## config.mk

```make
export PLATFORM = sky130hd
export DESIGN_NAME = mul_collect
export DESIGN_NICKNAME = d
export VERILOG_FILES = /design/src/hw/mul_pkg.sv /design/src/hw/mul_collect.sv
export VERILOG_INCLUDE_DIRS = /design/src /design/src/hw
export SDC_FILE = /design/constraint.sdc
export NUM_CORES = 1
export LEC_CHECK = 0
export BUFFER_PORTS_ARGS = -buffer_cell sky130_fd_sc_hd__buf_4
export CORE_AREA = 10 10 114 116
export CTS_BUF_LIST = sky130_fd_sc_hd__clkbuf_2 sky130_fd_sc_hd__clkbuf_4 sky130_fd_sc_hd__clkbuf_8
export DETAILED_ROUTE_END_ITERATION = 6
export DIE_AREA = 0 0 124 126
export PLACE_DENSITY = 0.71
export SKIP_CTS_REPAIR_TIMING = 1
export SLEW_MARGIN = 20
export SYNTH_ARGS = -nofsm -noshare
export SYNTH_HDL_FRONTEND = slang
export SYNTH_SLANG_ARGS = --single-unit
```

## constraint.sdc

```tcl
create_clock -name clk -period 2.16 [get_ports clk]
set_input_delay 0 -clock clk [delete_from_list [all_inputs] [get_ports clk]]
set_output_delay 0 -clock clk [all_outputs]
set_load 0.02 [all_outputs]
```

## src/hw/mul_defs.svh

```systemverilog
`ifndef MUL_DEFS_SVH
`define MUL_DEFS_SVH

// Operand width of the RV32 datapath
`define MUL_XLEN 32

// Number of multiplier lanes working in parallel
`define MUL_LANES 4

`define MUL_TAG_W 4

// Op codes follow the funct3 order of the M extension
`define MUL_OP_MUL    2'd0
`define MUL_OP_MULH   2'd1
`define MUL_OP_MULHSU 2'd2
`define MUL_OP_MULHU  2'd3

`endif
```

## src/hw/mul_pkg.sv

```systemverilog
`include "mul_defs.svh"

package mul_pkg;

    typedef logic [`MUL_XLEN-1:0]   xlen_t;
    typedef logic [2*`MUL_XLEN-1:0] dword_t;
    typedef logic [1:0]             mul_op_t;
    typedef logic [`MUL_TAG_W-1:0]  tag_t;

    typedef struct packed {
        mul_op_t op;
        tag_t    tag;
        xlen_t   rs1;
        xlen_t   rs2;
    } mul_req_t;

    // Request after op decode, as seen by a lane
    typedef struct packed {
        logic  a_signed;
        logic  b_signed;
        logic  high;
        tag_t  tag;
        xlen_t a;
        xlen_t b;
    } lane_req_t;

    typedef struct packed {
        logic   high;
        tag_t   tag;
        dword_t product;
    } lane_res_t;

    typedef struct packed {
        tag_t  tag;
        xlen_t result;
    } mul_resp_t;

    typedef enum logic {
        LANE_IDLE,
        LANE_BUSY
    } lane_state_t;

endpackage

```

## src/hw/mul_collect.sv

```systemverilog
`timescale 1ns/1ps
`include "mul_defs.svh"

module mul_collect (
    input  logic                  clk,
    input  logic                  reset,
    input  logic [`MUL_LANES-1:0] lane_valid,
    input  mul_pkg::lane_res_t    lane_res [`MUL_LANES],
    output mul_pkg::mul_resp_t    resp,
    output logic                  resp_valid
);

    mul_pkg::lane_res_t sel_res;
    mul_pkg::xlen_t     word;
    logic               any_valid;

    // Latency is fixed, so at most one lane finishes in a given cycle
    always_comb begin
        sel_res = lane_res[0];
        for (int i = 0; i < `MUL_LANES; i++) begin
            if (lane_valid[i]) begin
                sel_res = lane_res[i];
            end
        end
    end

    assign any_valid = |lane_valid;

    assign word = sel_res.high ? sel_res.product[2*`MUL_XLEN-1:`MUL_XLEN]
                               : sel_res.product[`MUL_XLEN-1:0];

    always_ff @(posedge clk) begin
        if (reset) begin
            resp_valid <= 1'b0;
        end else begin
            resp_valid <= any_valid;
        end
    end

    always_ff @(posedge clk) begin
        if (any_valid) begin
            resp.tag    <= sel_res.tag;
            resp.result <= word;
        end
    end

endmodule

```

==> flow_summary.ini <==
[critical_path]
cp-start-kind = input pin
cp.depth = 6
crit_family = compound AO/OA/AOI/OAI gates
path_buf_inv = 2
crit_path_end = resp[22]$_DFFE_PP_
slowest_stage = a211oi_4
worstSetupPathType = in -> reg
crit_fanout = 17
path_cells = buf_4, mux2i_1, a211oi_4, buf_4, o211ai_1, o211ai_1
slowest_delay_ns = 0.68
crit_path_start = lane_valid[1]
cp-end-kind = flip-flop
crit_arrival_ns = 1.61
cp.required_ns = 2.28

[finish]
syn2layout_area_growth_pct = 74.67
finalInstanceArea_mm2 = 0.006032
antennaDiodeCount = 0
drive_gt1_share_pct = 53.70
num-nets-final = 970
num-fill-cells = 969

[global_route]
grt_pass1_wl_um = 23810
met1_usage_pct = 19.28
busiest_layer = met2
use_met2_pct = 36.08
grt_pass1_vias = 4574
gr-usage-met3_pct = 6.434
grtUsageTotal_pct = 19.20
grt_max_degree = 129
antenna_found_initial = 0
grt_overflow = 0

[floorplanning]
placementRows = 38
coreArea_mm2 = 0.01070
ios = 319
dieArea_mm2 = 0.01562
initial_core_util_pct = 32.28
die_h_um = 126
die_x_um = 124

[placement]
dp_hpwl_um = 13770
placedInstanceArea_mm2 = 0.005924
port_buffers = 318
place_congestion = 0.9074

[timing]
fmax_mhz = 670.1
slew_headroom_pct = 52.30
min_period_ns = 1.492
fin_crit_sh_pct = 69.09
rsz0062_at_grt = false
fin_hold_ws_ns = -0.003076
fin_tns_setup_ns = 0
tightest_slew_ns = 0.7132
setup_viol = 0
maxSlewViolCount = 0
hold_viol = 1

[power_and_ir_drop]
ir_worst_vdd_mv = 0.2349
power_density_mw_per_mm2 = 434.7
p_leak_nw = 2.923

[synthesis]
synth_nets = 674
yosys.area_share.simple_pct = 11.99
muxShareOfSynthArea_pct = 30.43
synthTopCellsByArea = edfxtp_1 (31%), mux2i_1 (20%), o211ai_1 (14%), nand2_1 (11%), mux2_2 (10%)
yosys_warnings = 0
synth_fa_ha_area_share_pct = 0
synth.distinct_cells = 18
ys_seq_area_share_pct = 31.88
synth_area_leader_cell = edfxtp_1
synth_compound_gate_area_share_pct = 20.29
synth_top_family_by_area = multiplexers
ys_ff_latch = 37
synth_xor_area_share_pct = 0
synthCells = 392
syn_area_mm2 = 0.003453
synth_area_per_cell_um2 = 8.809
yosysTopAreaCellShare_pct = 31.30

[cts]
cts_tree = done
cts-buffers-inserted = 5
h-tree-depth = 2
root_buffer = clkbuf_8
clkSinkCount = 37
cts.clk_slew.worst_paths_ns = 0.07
cts.path.max_buffers = 2

[route]
drcViolationCount = 0
postRouteAntennaNets = 0
drt_first_iter_violations = 280
wirelength_um = 16310
vias = 4100
drt_pass1_iterations = 4
wl_per_cell_um = 19.68
detail_route.vias_per_cell = 4.946

[run_status]
violations = hold timing
status = finished, violations left

[hold_path]
hold_class = in -> reg
hp-start = lane_res[67]

[job]
cap_violations = 0
layout by cell type, fill, tap and decap left out:
| master | netlist | final |
|---|---|---|
| clkbuf_4 | 0 | 2 |
| o211ai_1 | 64 | 64 |
| mux2_2 | 32 | 32 |
| buf_4 | 5 | 325 |
| clkbuf_8 | 0 | 6 |
| buf_12 | 0 | 1 |
| mux2i_1 | 69 | 69 |
| clkinv_2 | 0 | 1 |
| dfxtp_1 | 1 | 1 |
| a22oi_2 | 0 | 1 |
| a211oi_4 | 0 | 1 |
| a21oi_1 | 4 | 4 |
| nor2_1 | 5 | 5 |
| edfxtp_1 | 36 | 36 |
| inv_1 | 2 | 1 |
| o21ai_0 | 36 | 36 |
| or4_2 | 0 | 1 |
| nor2b_1 | 2 | 2 |
| dlygate4sd3_1 | 0 | 1 |
| nand2_1 | 100 | 100 |
metal layers:
metal,vias up,wire (um)
met3,18,1615
met2,206,8454
met4,0,348
met5,-,0
li1,2042,-
met1,1834,5892
flip-flops by register name, summed over array words and instances (netlist names):
register,flops
resp,36
resp_valid,1
cells by family (layout without fill, tap and decap cells):
logic type | Yosys count | count (layout)
multiplexers | 101 | 101
AND/OR/NAND/NOR | 108 | 108
buffers and inverters | 40 | 337
flip-flops | 37 | 37
AO/OA/AOI/OAI | 106 | 106
cell type report:
| class | instances | area [um^2] | area share [%] |
|---|---|---|---|
| Timing Repair Buffer | 327 | 2470 | 40.95 |
| Multi-Input combinational cell | 315 | 2180 | 36.13 |
| Sequential cell | 37 | 1101 | 18.25 |
| Tap cell | 140 | 175.2 | 2.904 |
| Clock buffer | 8 | 97.59 | 1.618 |
| Inverter | 2 | 8.758 | 0.1452 |
tightest hold or removal path: stages:
cell and delay, ns:
buf_4 0.08, nand2_1 0.04, o21ai_0 0.06
per-stage QoR:
step / hold slack, ns / power [W] / utilization, % / setup slack [ns] / cells
6_report: -0.003076 / 0.002622 / 56.39 / 0.6677 / 829
2_1_floorplan: 0.07161 / 0.001472 / - / 0.5377 / 392
3_3_place_gp: 0.1592 / 0.002102 / 55.38 / 0.4135 / 820
3_5_place_dp: 0.1611 / 0.002119 / 55.38 / 0.3392 / 820
4_1_cts: -0.1490 / 0.002656 / 56.29 / 0.6417 / 828
5_1_grt: 0.006877 / 0.002787 / 56.39 / 0.5479 / 829
worst min path at each step:
stage / end / slack [ns] / cells after the start
2_1_floorplan: resp_valid$_SDFF_PP0_ / 0.07 / 1
3_3_place_gp: resp_valid$_SDFF_PP0_ / 0.16 / 2
3_5_place_dp: resp_valid$_SDFF_PP0_ / 0.16 / 2
4_1_cts: resp_valid$_SDFF_PP0_ / -0.15 / 2
5_1_grt: resp[35]$_DFFE_PP_ / 0.007 / 3
6_report: resp[35]$_DFFE_PP_ / -0.003 / 3
synthesized netlist by cell type, drive strengths merged:
| cell type | instances |
|---|---|
| a211oi | 1 |
| buf | 20 |
| a21oi | 4 |
| o21ai | 36 |
| dfxtp | 1 |
| inv | 2 |
| nor2 | 5 |
| mux2 | 32 |
| nand2 | 100 |
| o211ai | 64 |
| mux2i | 69 |
| edfxtp | 36 |
| clkbuf | 18 |
| or4 | 1 |
| a22oi | 1 |
| nor2b | 2 |
power breakdown:
part | internal (W) | switching [W] | leakage [nW]
sequential | 0.000905 | 0.0000277 | 0.393
combinational | 0.000642 | 0.000518 | 2.48
clock | 0.000286 | 0.000243 | 0.0523
total | 0.00183 | 0.000789 | 2.92
No activity file was read; power rests on OpenSTA's default activity.
