==> config.mk <==
export PLATFORM = sky130hd
export DESIGN_NAME = mul_signed_lane
export DESIGN_NICKNAME = d
export VERILOG_FILES = /design/src/hw/mul_pkg.sv /design/src/hw/mul_signed_lane.sv /design/src/hw/mul_shift_add.sv
export VERILOG_INCLUDE_DIRS = /design/src /design/src/hw
export SDC_FILE = /design/constraint.sdc
export NUM_CORES = 1
export LEC_CHECK = 0
export BUFFER_PORTS_ARGS = -buffer_cell sky130_fd_sc_hd__buf_2
export CAP_MARGIN = 20
export CORE_MARGIN = 1
export CORE_UTILIZATION = 50
export CTS_BUF_LIST = sky130_fd_sc_hd__clkbuf_8 sky130_fd_sc_hd__clkbuf_16
export CTS_CLUSTER_SIZE = 25
export DETAILED_ROUTE_END_ITERATION = 10
export GPL_TIMING_DRIVEN = 0
export PLACE_DENSITY = 0.69
export SLEW_MARGIN = 20
export SYNTH_ARGS = -nofsm -noshare
export SYNTH_HDL_FRONTEND = slang
export SYNTH_HIERARCHICAL = 1
export SYNTH_SLANG_ARGS = --single-unit
==> constraint.sdc <==
create_clock -name clk -period 5.6 [get_ports clk]
set_clock_uncertainty 0.15 [all_clocks]
set_input_delay 0.56 -clock clk [delete_from_list [all_inputs] [get_ports clk]]
set_output_delay 0.56 -clock clk [all_outputs]
set_load 0.02 [all_outputs]
==> src/hw/mul_defs.svh <==
`ifndef MUL_DEFS_SVH
`define MUL_DEFS_SVH

// Operand width of the RV32 datapath
`define MUL_XLEN 32

// Number of multiplier lanes working in parallel
`define MUL_LANES 4

`define MUL_TAG_W 4

// Op codes follow the funct3 order of the M extension
`define MUL_OP_MUL    2'd0
`define MUL_OP_MULH   2'd1
`define MUL_OP_MULHSU 2'd2
`define MUL_OP_MULHU  2'd3

`endif
==> src/hw/mul_pkg.sv <==
`include "mul_defs.svh"

package mul_pkg;

    typedef logic [`MUL_XLEN-1:0]   xlen_t;
    typedef logic [2*`MUL_XLEN-1:0] dword_t;
    typedef logic [1:0]             mul_op_t;
    typedef logic [`MUL_TAG_W-1:0]  tag_t;

    typedef struct packed {
        mul_op_t op;
        tag_t    tag;
        xlen_t   rs1;
        xlen_t   rs2;
    } mul_req_t;

    // Request after op decode, as seen by a lane
    typedef struct packed {
        logic  a_signed;
        logic  b_signed;
        logic  high;
        tag_t  tag;
        xlen_t a;
        xlen_t b;
    } lane_req_t;

    typedef struct packed {
        logic   high;
        tag_t   tag;
        dword_t product;
    } lane_res_t;

    typedef struct packed {
        tag_t  tag;
        xlen_t result;
    } mul_resp_t;

    typedef enum logic {
        LANE_IDLE,
        LANE_BUSY
    } lane_state_t;

endpackage

==> src/hw/mul_signed_lane.sv <==
`timescale 1ns/1ps
`include "mul_defs.svh"

module mul_signed_lane (
    input  logic                 clk,
    input  logic                 reset,
    input  logic                 start,
    output logic                 ready,
    output logic                 valid,
    input  mul_pkg::lane_req_t   lane_req,
    output mul_pkg::lane_res_t   lane_res
);

    mul_pkg::lane_state_t state;
    mul_pkg::xlen_t       a_mag;
    mul_pkg::xlen_t       b_mag;
    mul_pkg::xlen_t       a_mag_q;
    mul_pkg::xlen_t       b_mag_q;
    logic                 a_neg;
    logic                 b_neg;
    logic                 neg_q;
    logic                 high_q;
    mul_pkg::tag_t        tag_q;
    logic                 core_start_q;
    logic                 core_ready;
    logic                 core_valid;
    mul_pkg::dword_t      mag_product;

    // Only operands marked signed are treated as two's complement
    assign a_neg = lane_req.a_signed && lane_req.a[`MUL_XLEN-1];
    assign b_neg = lane_req.b_signed && lane_req.b[`MUL_XLEN-1];
    assign a_mag = a_neg ? -lane_req.a : lane_req.a;
    assign b_mag = b_neg ? -lane_req.b : lane_req.b;

    assign ready = (state == mul_pkg::LANE_IDLE) && core_ready;
    assign valid = core_valid;

    assign lane_res.high    = high_q;
    assign lane_res.tag     = tag_q;
    assign lane_res.product = neg_q ? -mag_product : mag_product;

    always_ff @(posedge clk) begin
        if (reset) begin
            state        <= mul_pkg::LANE_IDLE;
            core_start_q <= 1'b0;
        end else begin
            core_start_q <= 1'b0;
            case (state)
                mul_pkg::LANE_IDLE: begin
                    if (start) begin
                        state        <= mul_pkg::LANE_BUSY;
                        core_start_q <= 1'b1;
                    end
                end
                mul_pkg::LANE_BUSY: begin
                    if (core_valid) begin
                        state <= mul_pkg::LANE_IDLE;
                    end
                end
                default: state <= mul_pkg::LANE_IDLE;
            endcase
        end
    end

    always_ff @(posedge clk) begin
        if (start && state == mul_pkg::LANE_IDLE) begin
            a_mag_q <= a_mag;
            b_mag_q <= b_mag;
            neg_q   <= a_neg ^ b_neg;
            high_q  <= lane_req.high;
            tag_q   <= lane_req.tag;
        end
    end

    mul_shift_add u_core (
        .clk          (clk),
        .reset        (reset),
        .start        (core_start_q),
        .ready        (core_ready),
        .valid        (core_valid),
        .multiplicand (a_mag_q),
        .multiplier   (b_mag_q),
        .product      (mag_product)
    );

endmodule

==> src/hw/mul_shift_add.sv <==
`timescale 1ns/1ps
`include "mul_defs.svh"

module mul_shift_add (
    input  logic                clk,
    input  logic                reset,
    input  logic                start,
    output logic                ready,
    output logic                valid,
    input  mul_pkg::xlen_t      multiplicand,
    input  mul_pkg::xlen_t      multiplier,
    output mul_pkg::dword_t     product
);

    localparam int CNT_W = $clog2(`MUL_XLEN);

    mul_pkg::lane_state_t state;
    logic [CNT_W-1:0]     cnt;
    mul_pkg::dword_t      mcand_q;
    mul_pkg::xlen_t       mplier_q;

    assign ready = (state == mul_pkg::LANE_IDLE);

    always_ff @(posedge clk) begin
        if (reset) begin
            state <= mul_pkg::LANE_IDLE;
            cnt   <= '0;
            valid <= 1'b0;
        end else begin
            valid <= 1'b0;
            case (state)
                mul_pkg::LANE_IDLE: begin
                    if (start) begin
                        state <= mul_pkg::LANE_BUSY;
                        cnt   <= '0;
                    end
                end
                mul_pkg::LANE_BUSY: begin
                    cnt <= cnt + 1'b1;
                    // Last partial product goes in on this edge
                    if (cnt == CNT_W'(`MUL_XLEN - 1)) begin
                        state <= mul_pkg::LANE_IDLE;
                        valid <= 1'b1;
                    end
                end
                default: state <= mul_pkg::LANE_IDLE;
            endcase
        end
    end

    always_ff @(posedge clk) begin
        if (start && ready) begin
            mcand_q  <= {{`MUL_XLEN{1'b0}}, multiplicand};
            mplier_q <= multiplier;
            product  <= '0;
        end else if (state == mul_pkg::LANE_BUSY) begin
            if (mplier_q[0]) begin
                product <= product + mcand_q;
            end
            mcand_q  <= mcand_q << 1;
            mplier_q <= mplier_q >> 1;
        end
    end

endmodule

==> impl_metrics.toml, run 1 <==
[route]
final_antenna_net_count = 0
wl_um = 42100
drc_errors = 0
drt_first_pass_iters = 7
routedWlPerCell_um = 18.0
avgViaCountPerCell = 5.78
dr.first_iter.drc_count = 1160
dr_total_vias = 13600

[floorplanning]
dieHeight_um = 175
coreArea_sq_um = 29600
fp.dieW_um = 175
die-area_sq_um = 30700
pin_count = 145
initial_core_util = 0.507
rows = 63

[worst_setup_path]
cp_top_family = "simple AND/OR/NAND/NOR gates"
crit_slowest_cell = "or4b_2"
crit_buf_inv = 2
arrival_ns = 3.38
worstSetupEndpointType = "output pin"
slowest_delay_ns = 0.67
crit_path_cell_trace = "inv_1 > ha_1 > or4b_2 > nor4_4 > nand4_1 > o41ai_1 > xnor2_1 > buf_2"
start_kind = "register"
critPathMaxFanout = 6
critPathRequiredTime_ns = 4.89
crit_type = "register to output pin"

[pwr]
p_comb_frac = 0.337
p_sw_frac = 0.366
p_leak_nw = 6.96
p_int_mw = 4.00
p_seq_frac = 0.358
peakVddDrop_uv = 261
power_frac_clock = 0.305
total_power_mw = 6.31
power.density_nw_per_um2 = 364
p_sw_mw = 2.31

[clock_tree]
numCtsBuffers = 28
cts_sinks = 239
clkLatencyLatePin_ns = 0.58
clk_pin_slew_ns = 0.06
cts-root-buf = "clkbuf_16"
tritoncts = "done"
clockBufferDepth = 3
post_cts_buffers = 0
cts_max_level = 1
cts_resized = 0

[cells_and_area]
fin_cells = 2347
drive_above_1_share = 0.124
final_cell_mix = "420 x nand2_1, 147 x buf_2, 141 x o21ai_0, 134 x edfxtp_1, 129 x a21oi_1"
finalNetCount = 2079
diodes = 0
final_common_cell = "nand2_1"
area_delta_synth_final_pct = 15.4

[yosys]
synth.distinct_cells = 78
synth_area_sq_um = 15000
synth_area_leaders = "edfxtp_1 27%, dfxtp_1 14%, nand2_1 10%"
synth_flop_cell = "edfxtp_1"
yosysSeqAreaShare = 0.408
yosys_warnings = 6
syn_inst = 1754
ys_async_sr_fraction = 0
yosysTopAreaCellShare = 0.268
synthesis.nets = 1897
ys_ff_latch = 239
synth_edf_count = 134
syn_avg_cell_area_sq_um = 8.57
synth_top_area_cell = "edfxtp_1"

[timing]
drv_slew = 0
fmax_ghz = 0.245
hold_viol = 0
tightest_slew_ns = 0.957
fin_crit_ns = 4.09
max_slew_margin = 0.360
finalSetupViolations = 0
rsz0062_at_grt = "false"
min_period_over_period = 0.729

[global_routing]
grt_overflow_total = 0
grt_pass1_wl_um = 66700
grt_max_degree = 53
gr-usage-all-layers = 0.270
antenna_found_initial = 0
grt_pass1_vias = 12500

[run]
drv_cap = 0

[place]
dp_cells = 2291
place_congestion = 0.962
io_buffers = 144
dpl.hpwl_um = 32500

[status]
status = "finished, final reports clean"

[worst_hold_path]
hold_path.class = "input pin to register"
==> final timing paths <==
kind / start / to / slack, ns / cells past startpoint
worst min register to register: u_core/valid / state / 0.32 / 1
worst max register to register: u_core/mcand_q[0] / u_core/product[62] / 1.70 / 11
worst max-delay path: u_core/product[1] / lane_res[62] / 1.51 / 8
worst min-delay path: lane_req[0] / b_mag_q[0] / 0.08 / 1
==> cells by family after synthesis <==
logic type	Yosys count	share of synthesized area
adder cells (fa/ha/maj)	69	0.0580
AND/OR/NAND/NOR	726	0.219
XOR/XNOR	174	0.101
multiplexers	1	0.000666
buffers and inverters	112	0.0295
AO/OA/AOI/OAI	433	0.183
flip-flops	239	0.408
==> power by group through the flow <==
stage | Clock (mW) | Sequential (mW) | Combinational (mW)
after floorplan | 0 | 2.20 | 1.54
after global placement | 0 | 2.29 | 2.05
after detailed placement | 0 | 2.29 | 2.08
after CTS | 1.97 | 2.25 | 2.10
after global routing | 2.02 | 2.28 | 2.31
final | 1.92 | 2.26 | 2.13
==> timing repair <==
action                                  4_1_cts  5_1_grt
hold buffers                                  5        0
endpoints found under the setup margin        0        0
hold endpoints to repair                      5        0
==> final cells by class <==
type	instances	area (sq um)
Clock inverter	21	256
Buffer	86	345
Fill cell	2728	12300
Sequential cell	239	6130
Timing Repair Buffer	152	838
Inverter	26	97.6
Tap cell	390	488
Multi-Input combinational cell	1403	8470
Clock buffer	30	728
==> per-layer routing <==
layer  part of all wire  track usage  vias to the layer above
met5                  0            0                        -
met4              0.024       0.0696                        0
met3              0.063       0.0284                       72
met2               0.43        0.419                      509
met1               0.48        0.398                     6346
li1                   -            -                     6631
==> flip-flops by register name (all words and copies together), names as in the netlist, 4 cells and up <==
signal           cells
u_core/cnt           5
a_mag_q             32
u_core/mcand_q      64
u_core/product      64
tag_q                4
b_mag_q             32
u_core/mplier_q     32
==> Yosys cell counts (12+ instances only) <==
cell / instances
nand2_1: 420
o21ai_0: 141
edfxtp_1: 134
a21oi_1: 129
xnor2_1: 121
dfxtp_1: 105
nor2_1: 97
clkbuf_1: 75
ha_1: 68
xor2_1: 53
nand4_1: 30
nor3_1: 30
a21o_1: 27
o31ai_1: 27
inv_1: 25
or3_1: 24
nor4_1: 19
o21bai_1: 18
nand3_1: 16
o41ai_1: 15
or2_2: 13
or4_1: 12
==> metrics by stage <==
| step | instance area, sq um | hold slack, ns | util | setup slack, ns | TNS [ns] |
|---|---|---|---|---|---|
| after global placement | 16200 | 0.268 | 0.548 | -0.276 | -18.75 |
| after floorplan | 15000 | 0.301 | - | 1.29 | 0 |
| after CTS | 17300 | 0.0525 | 0.585 | 1.49 | 0 |
| final | 17300 | 0.0847 | 0.585 | 1.51 | 0 |
| after global routing | 17300 | 0.0590 | 0.585 | 1.36 | 0 |
| after detailed placement | 16300 | 0.287 | 0.550 | 1.83 | 0 |
==> worst register-to-register path: stages (launching register included) <==
cell and delay [ns]:
edfxtp_1 0.47, ha_1 0.25, fa_1 0.41, a21oi_1 0.26
o211a_1 0.22, nor3_1 0.11, nand4bb_1 0.33, a311oi_1 0.70
nor3_1 0.24, o21ai_0 0.27, xor2_1 0.20, o21ai_0 0.09
Power figures use the tool's default switching activity.
==> run 2, diff against run 1 <==
PLACE_DENSITY = 0.72   (was 0.69)
clock period = 3.74 ns   (was 5.6 ns; I/O delays follow)
==> impl_metrics.toml, run 2 (same netlist as run 1, synthesis figures left out) <==
[global_routing]
grt_max_degree = 54
grt_pass1_wl_um = 68000
top_usage_layer = "met2"
grt_util_met1 = 0.395
use_met2 = 0.440
grt_pass1_vias = 12800
gr-usage-all-layers = 0.275
grt_overflow_total = 0
antenna_found_initial = 0
use_met3 = 0.0338

[route]
dr_total_vias = 13900
dr.first_iter.drc_count = 1233
drc_errors = 0
wl_um = 42800
avgViaCountPerCell = 5.84
final_antenna_net_count = 0
routedWlPerCell_um = 18.0
drt_first_pass_iters = 6

[worst_setup_path]
start_kind = "register"
worstSetupEndpointType = "output pin"
r2r_end = "u_core/product[56]"
r2r_slack_ns = 0.18
arrival_ns = 3.17
critPathMaxFanout = 8
worst-r2r-cell-count = 11
r2r-start = "u_core/mcand_q[0]"
crit_type = "register to output pin"
critPathRequiredTime_ns = 3.22

[pwr]
power.density_nw_per_um2 = 537
p_leak_nw = 7.10
total_power_mw = 9.52
peakVddDrop_uv = 308

[cells_and_area]
diodes = 0
finalNetCount = 2106
area_delta_synth_final_pct = 18.0
fin_cells = 2375
final_cell_mix = "420 x nand2_1, 146 x buf_2, 141 x o21ai_0, 134 x edfxtp_1, 129 x a21oi_1"
drive_above_1_share = 0.131
final_common_cell = "nand2_1"
reg_top3 = "u_core/mcand_q: 64 flops, u_core/product: 64 flops"

[clock_tree]
clk_pin_slew_ns = 0.06
cts-root-buf = "clkbuf_16"
clockBufferDepth = 3
numCtsBuffers = 28
clkLatencyLatePin_ns = 0.55
cts_max_level = 1
cts_sinks = 239
tritoncts = "done"

[worst_hold_path]
hold_depth = 2
hold_path.class = "input pin to register"
worstHoldStart = "lane_req[47]"
hold_path_end = "a_mag_q[15]"

[timing]
fin_crit_ns = 3.69
tightest_slew_ns = 0.928
min_period_over_period = 0.988
finalSetupViolations = 0
hold_viol = 0
max_slew_margin = 0.376
drv_slew = 0
rsz0062_at_grt = "true"
fmax_ghz = 0.271

[place]
dp_cells = 2291
io_buffers = 144
place_congestion = 0.953
dpl.hpwl_um = 32800

[run]
drv_cap = 0

[floorplanning]
rows = 63
fp.dieW_um = 175
die-area_sq_um = 30700
coreArea_sq_um = 29600
dieHeight_um = 175
initial_core_util = 0.507
pin_count = 145

[status]
status = "finished, final reports clean"
## run 2: stage by stage
| step | utilization | TNS [ns] | hold WS [ns] | cell area (sq um) | worst slack, ns |
|---|---|---|---|---|---|
| 3_5_place_dp | 0.551 | 0 | 0.281 | 16300 | 0.115 |
| 3_3_place_gp | 0.548 | 0 | 0.267 | 16200 | 0.0758 |
| 5_1_grt | 0.598 | -0.144 | 0.00847 | 17700 | -0.0758 |
| 6_report | 0.598 | 0 | 0.0162 | 17700 | 0.0463 |
| 2_1_floorplan | - | 0 | 0.296 | 15000 | 0.812 |
| 4_1_cts | 0.594 | 0 | 0.000136 | 17600 | 0.0126 |
## run 2: layer usage
metal  vias up  wire length, um
li1       6703                -
met1      6506            19800
met2       557            18900
met3        96             3050
met4         0             1030
met5         -                0
## run 2: worst max-delay path by stage
stage,start,end,slack [ns]
after global placement,start,a_mag_q[10],0.08
final,u_core/product[44],lane_res[63],0.05
after CTS,u_core/product[1],lane_res[54],0.01
after detailed placement,u_core/mcand_q[0],u_core/product[54],0.12
after floorplan,u_core/product[0],lane_res[58],0.81
after global routing,u_core/product[44],lane_res[63],-0.08
## run 2: report_power, final
part / switching [mW] / internal [mW] / leakage, nW / total [mW]
clock: 1.13 / 1.71 / 0.485 / 2.84
sequential: 0.309 / 3.07 / 2.13 / 3.38
combinational: 2.08 / 1.22 / 4.48 / 3.30
## run 2: layout make-up
cell class / count / area, sq um
flip-flops and latches: 239 / 6130
clock inverters: 22 / 236
inverters: 26 / 97.6
fillers: 2649 / 11900
repair buffers: 180 / 1120
well taps: 390 / 488
clock buffers: 30 / 739
plain buffers: 85 / 342
multi-input cells: 1403 / 8580
## run 2: repair_timing
| item | in CTS | in global routing |
|---|---|---|
| hold buffers | 28 | 0 |
| pin swaps | 2 | 6 |
| gates resized for setup | 2 | 16 |
| endpoints found under the hold margin | 35 | 0 |
| setup endpoints to repair | 12 | 29 |
| buffers inserted | 2 | 3 |
## run 2: worst max-delay path: stages (launching register included)
cell and delay [ns]:
dfxtp_1 0.41, nor4_1 0.45, nand3_2 0.31, or3_1 0.56
o41ai_4 0.51, xnor2_1 0.20, buf_4 0.18
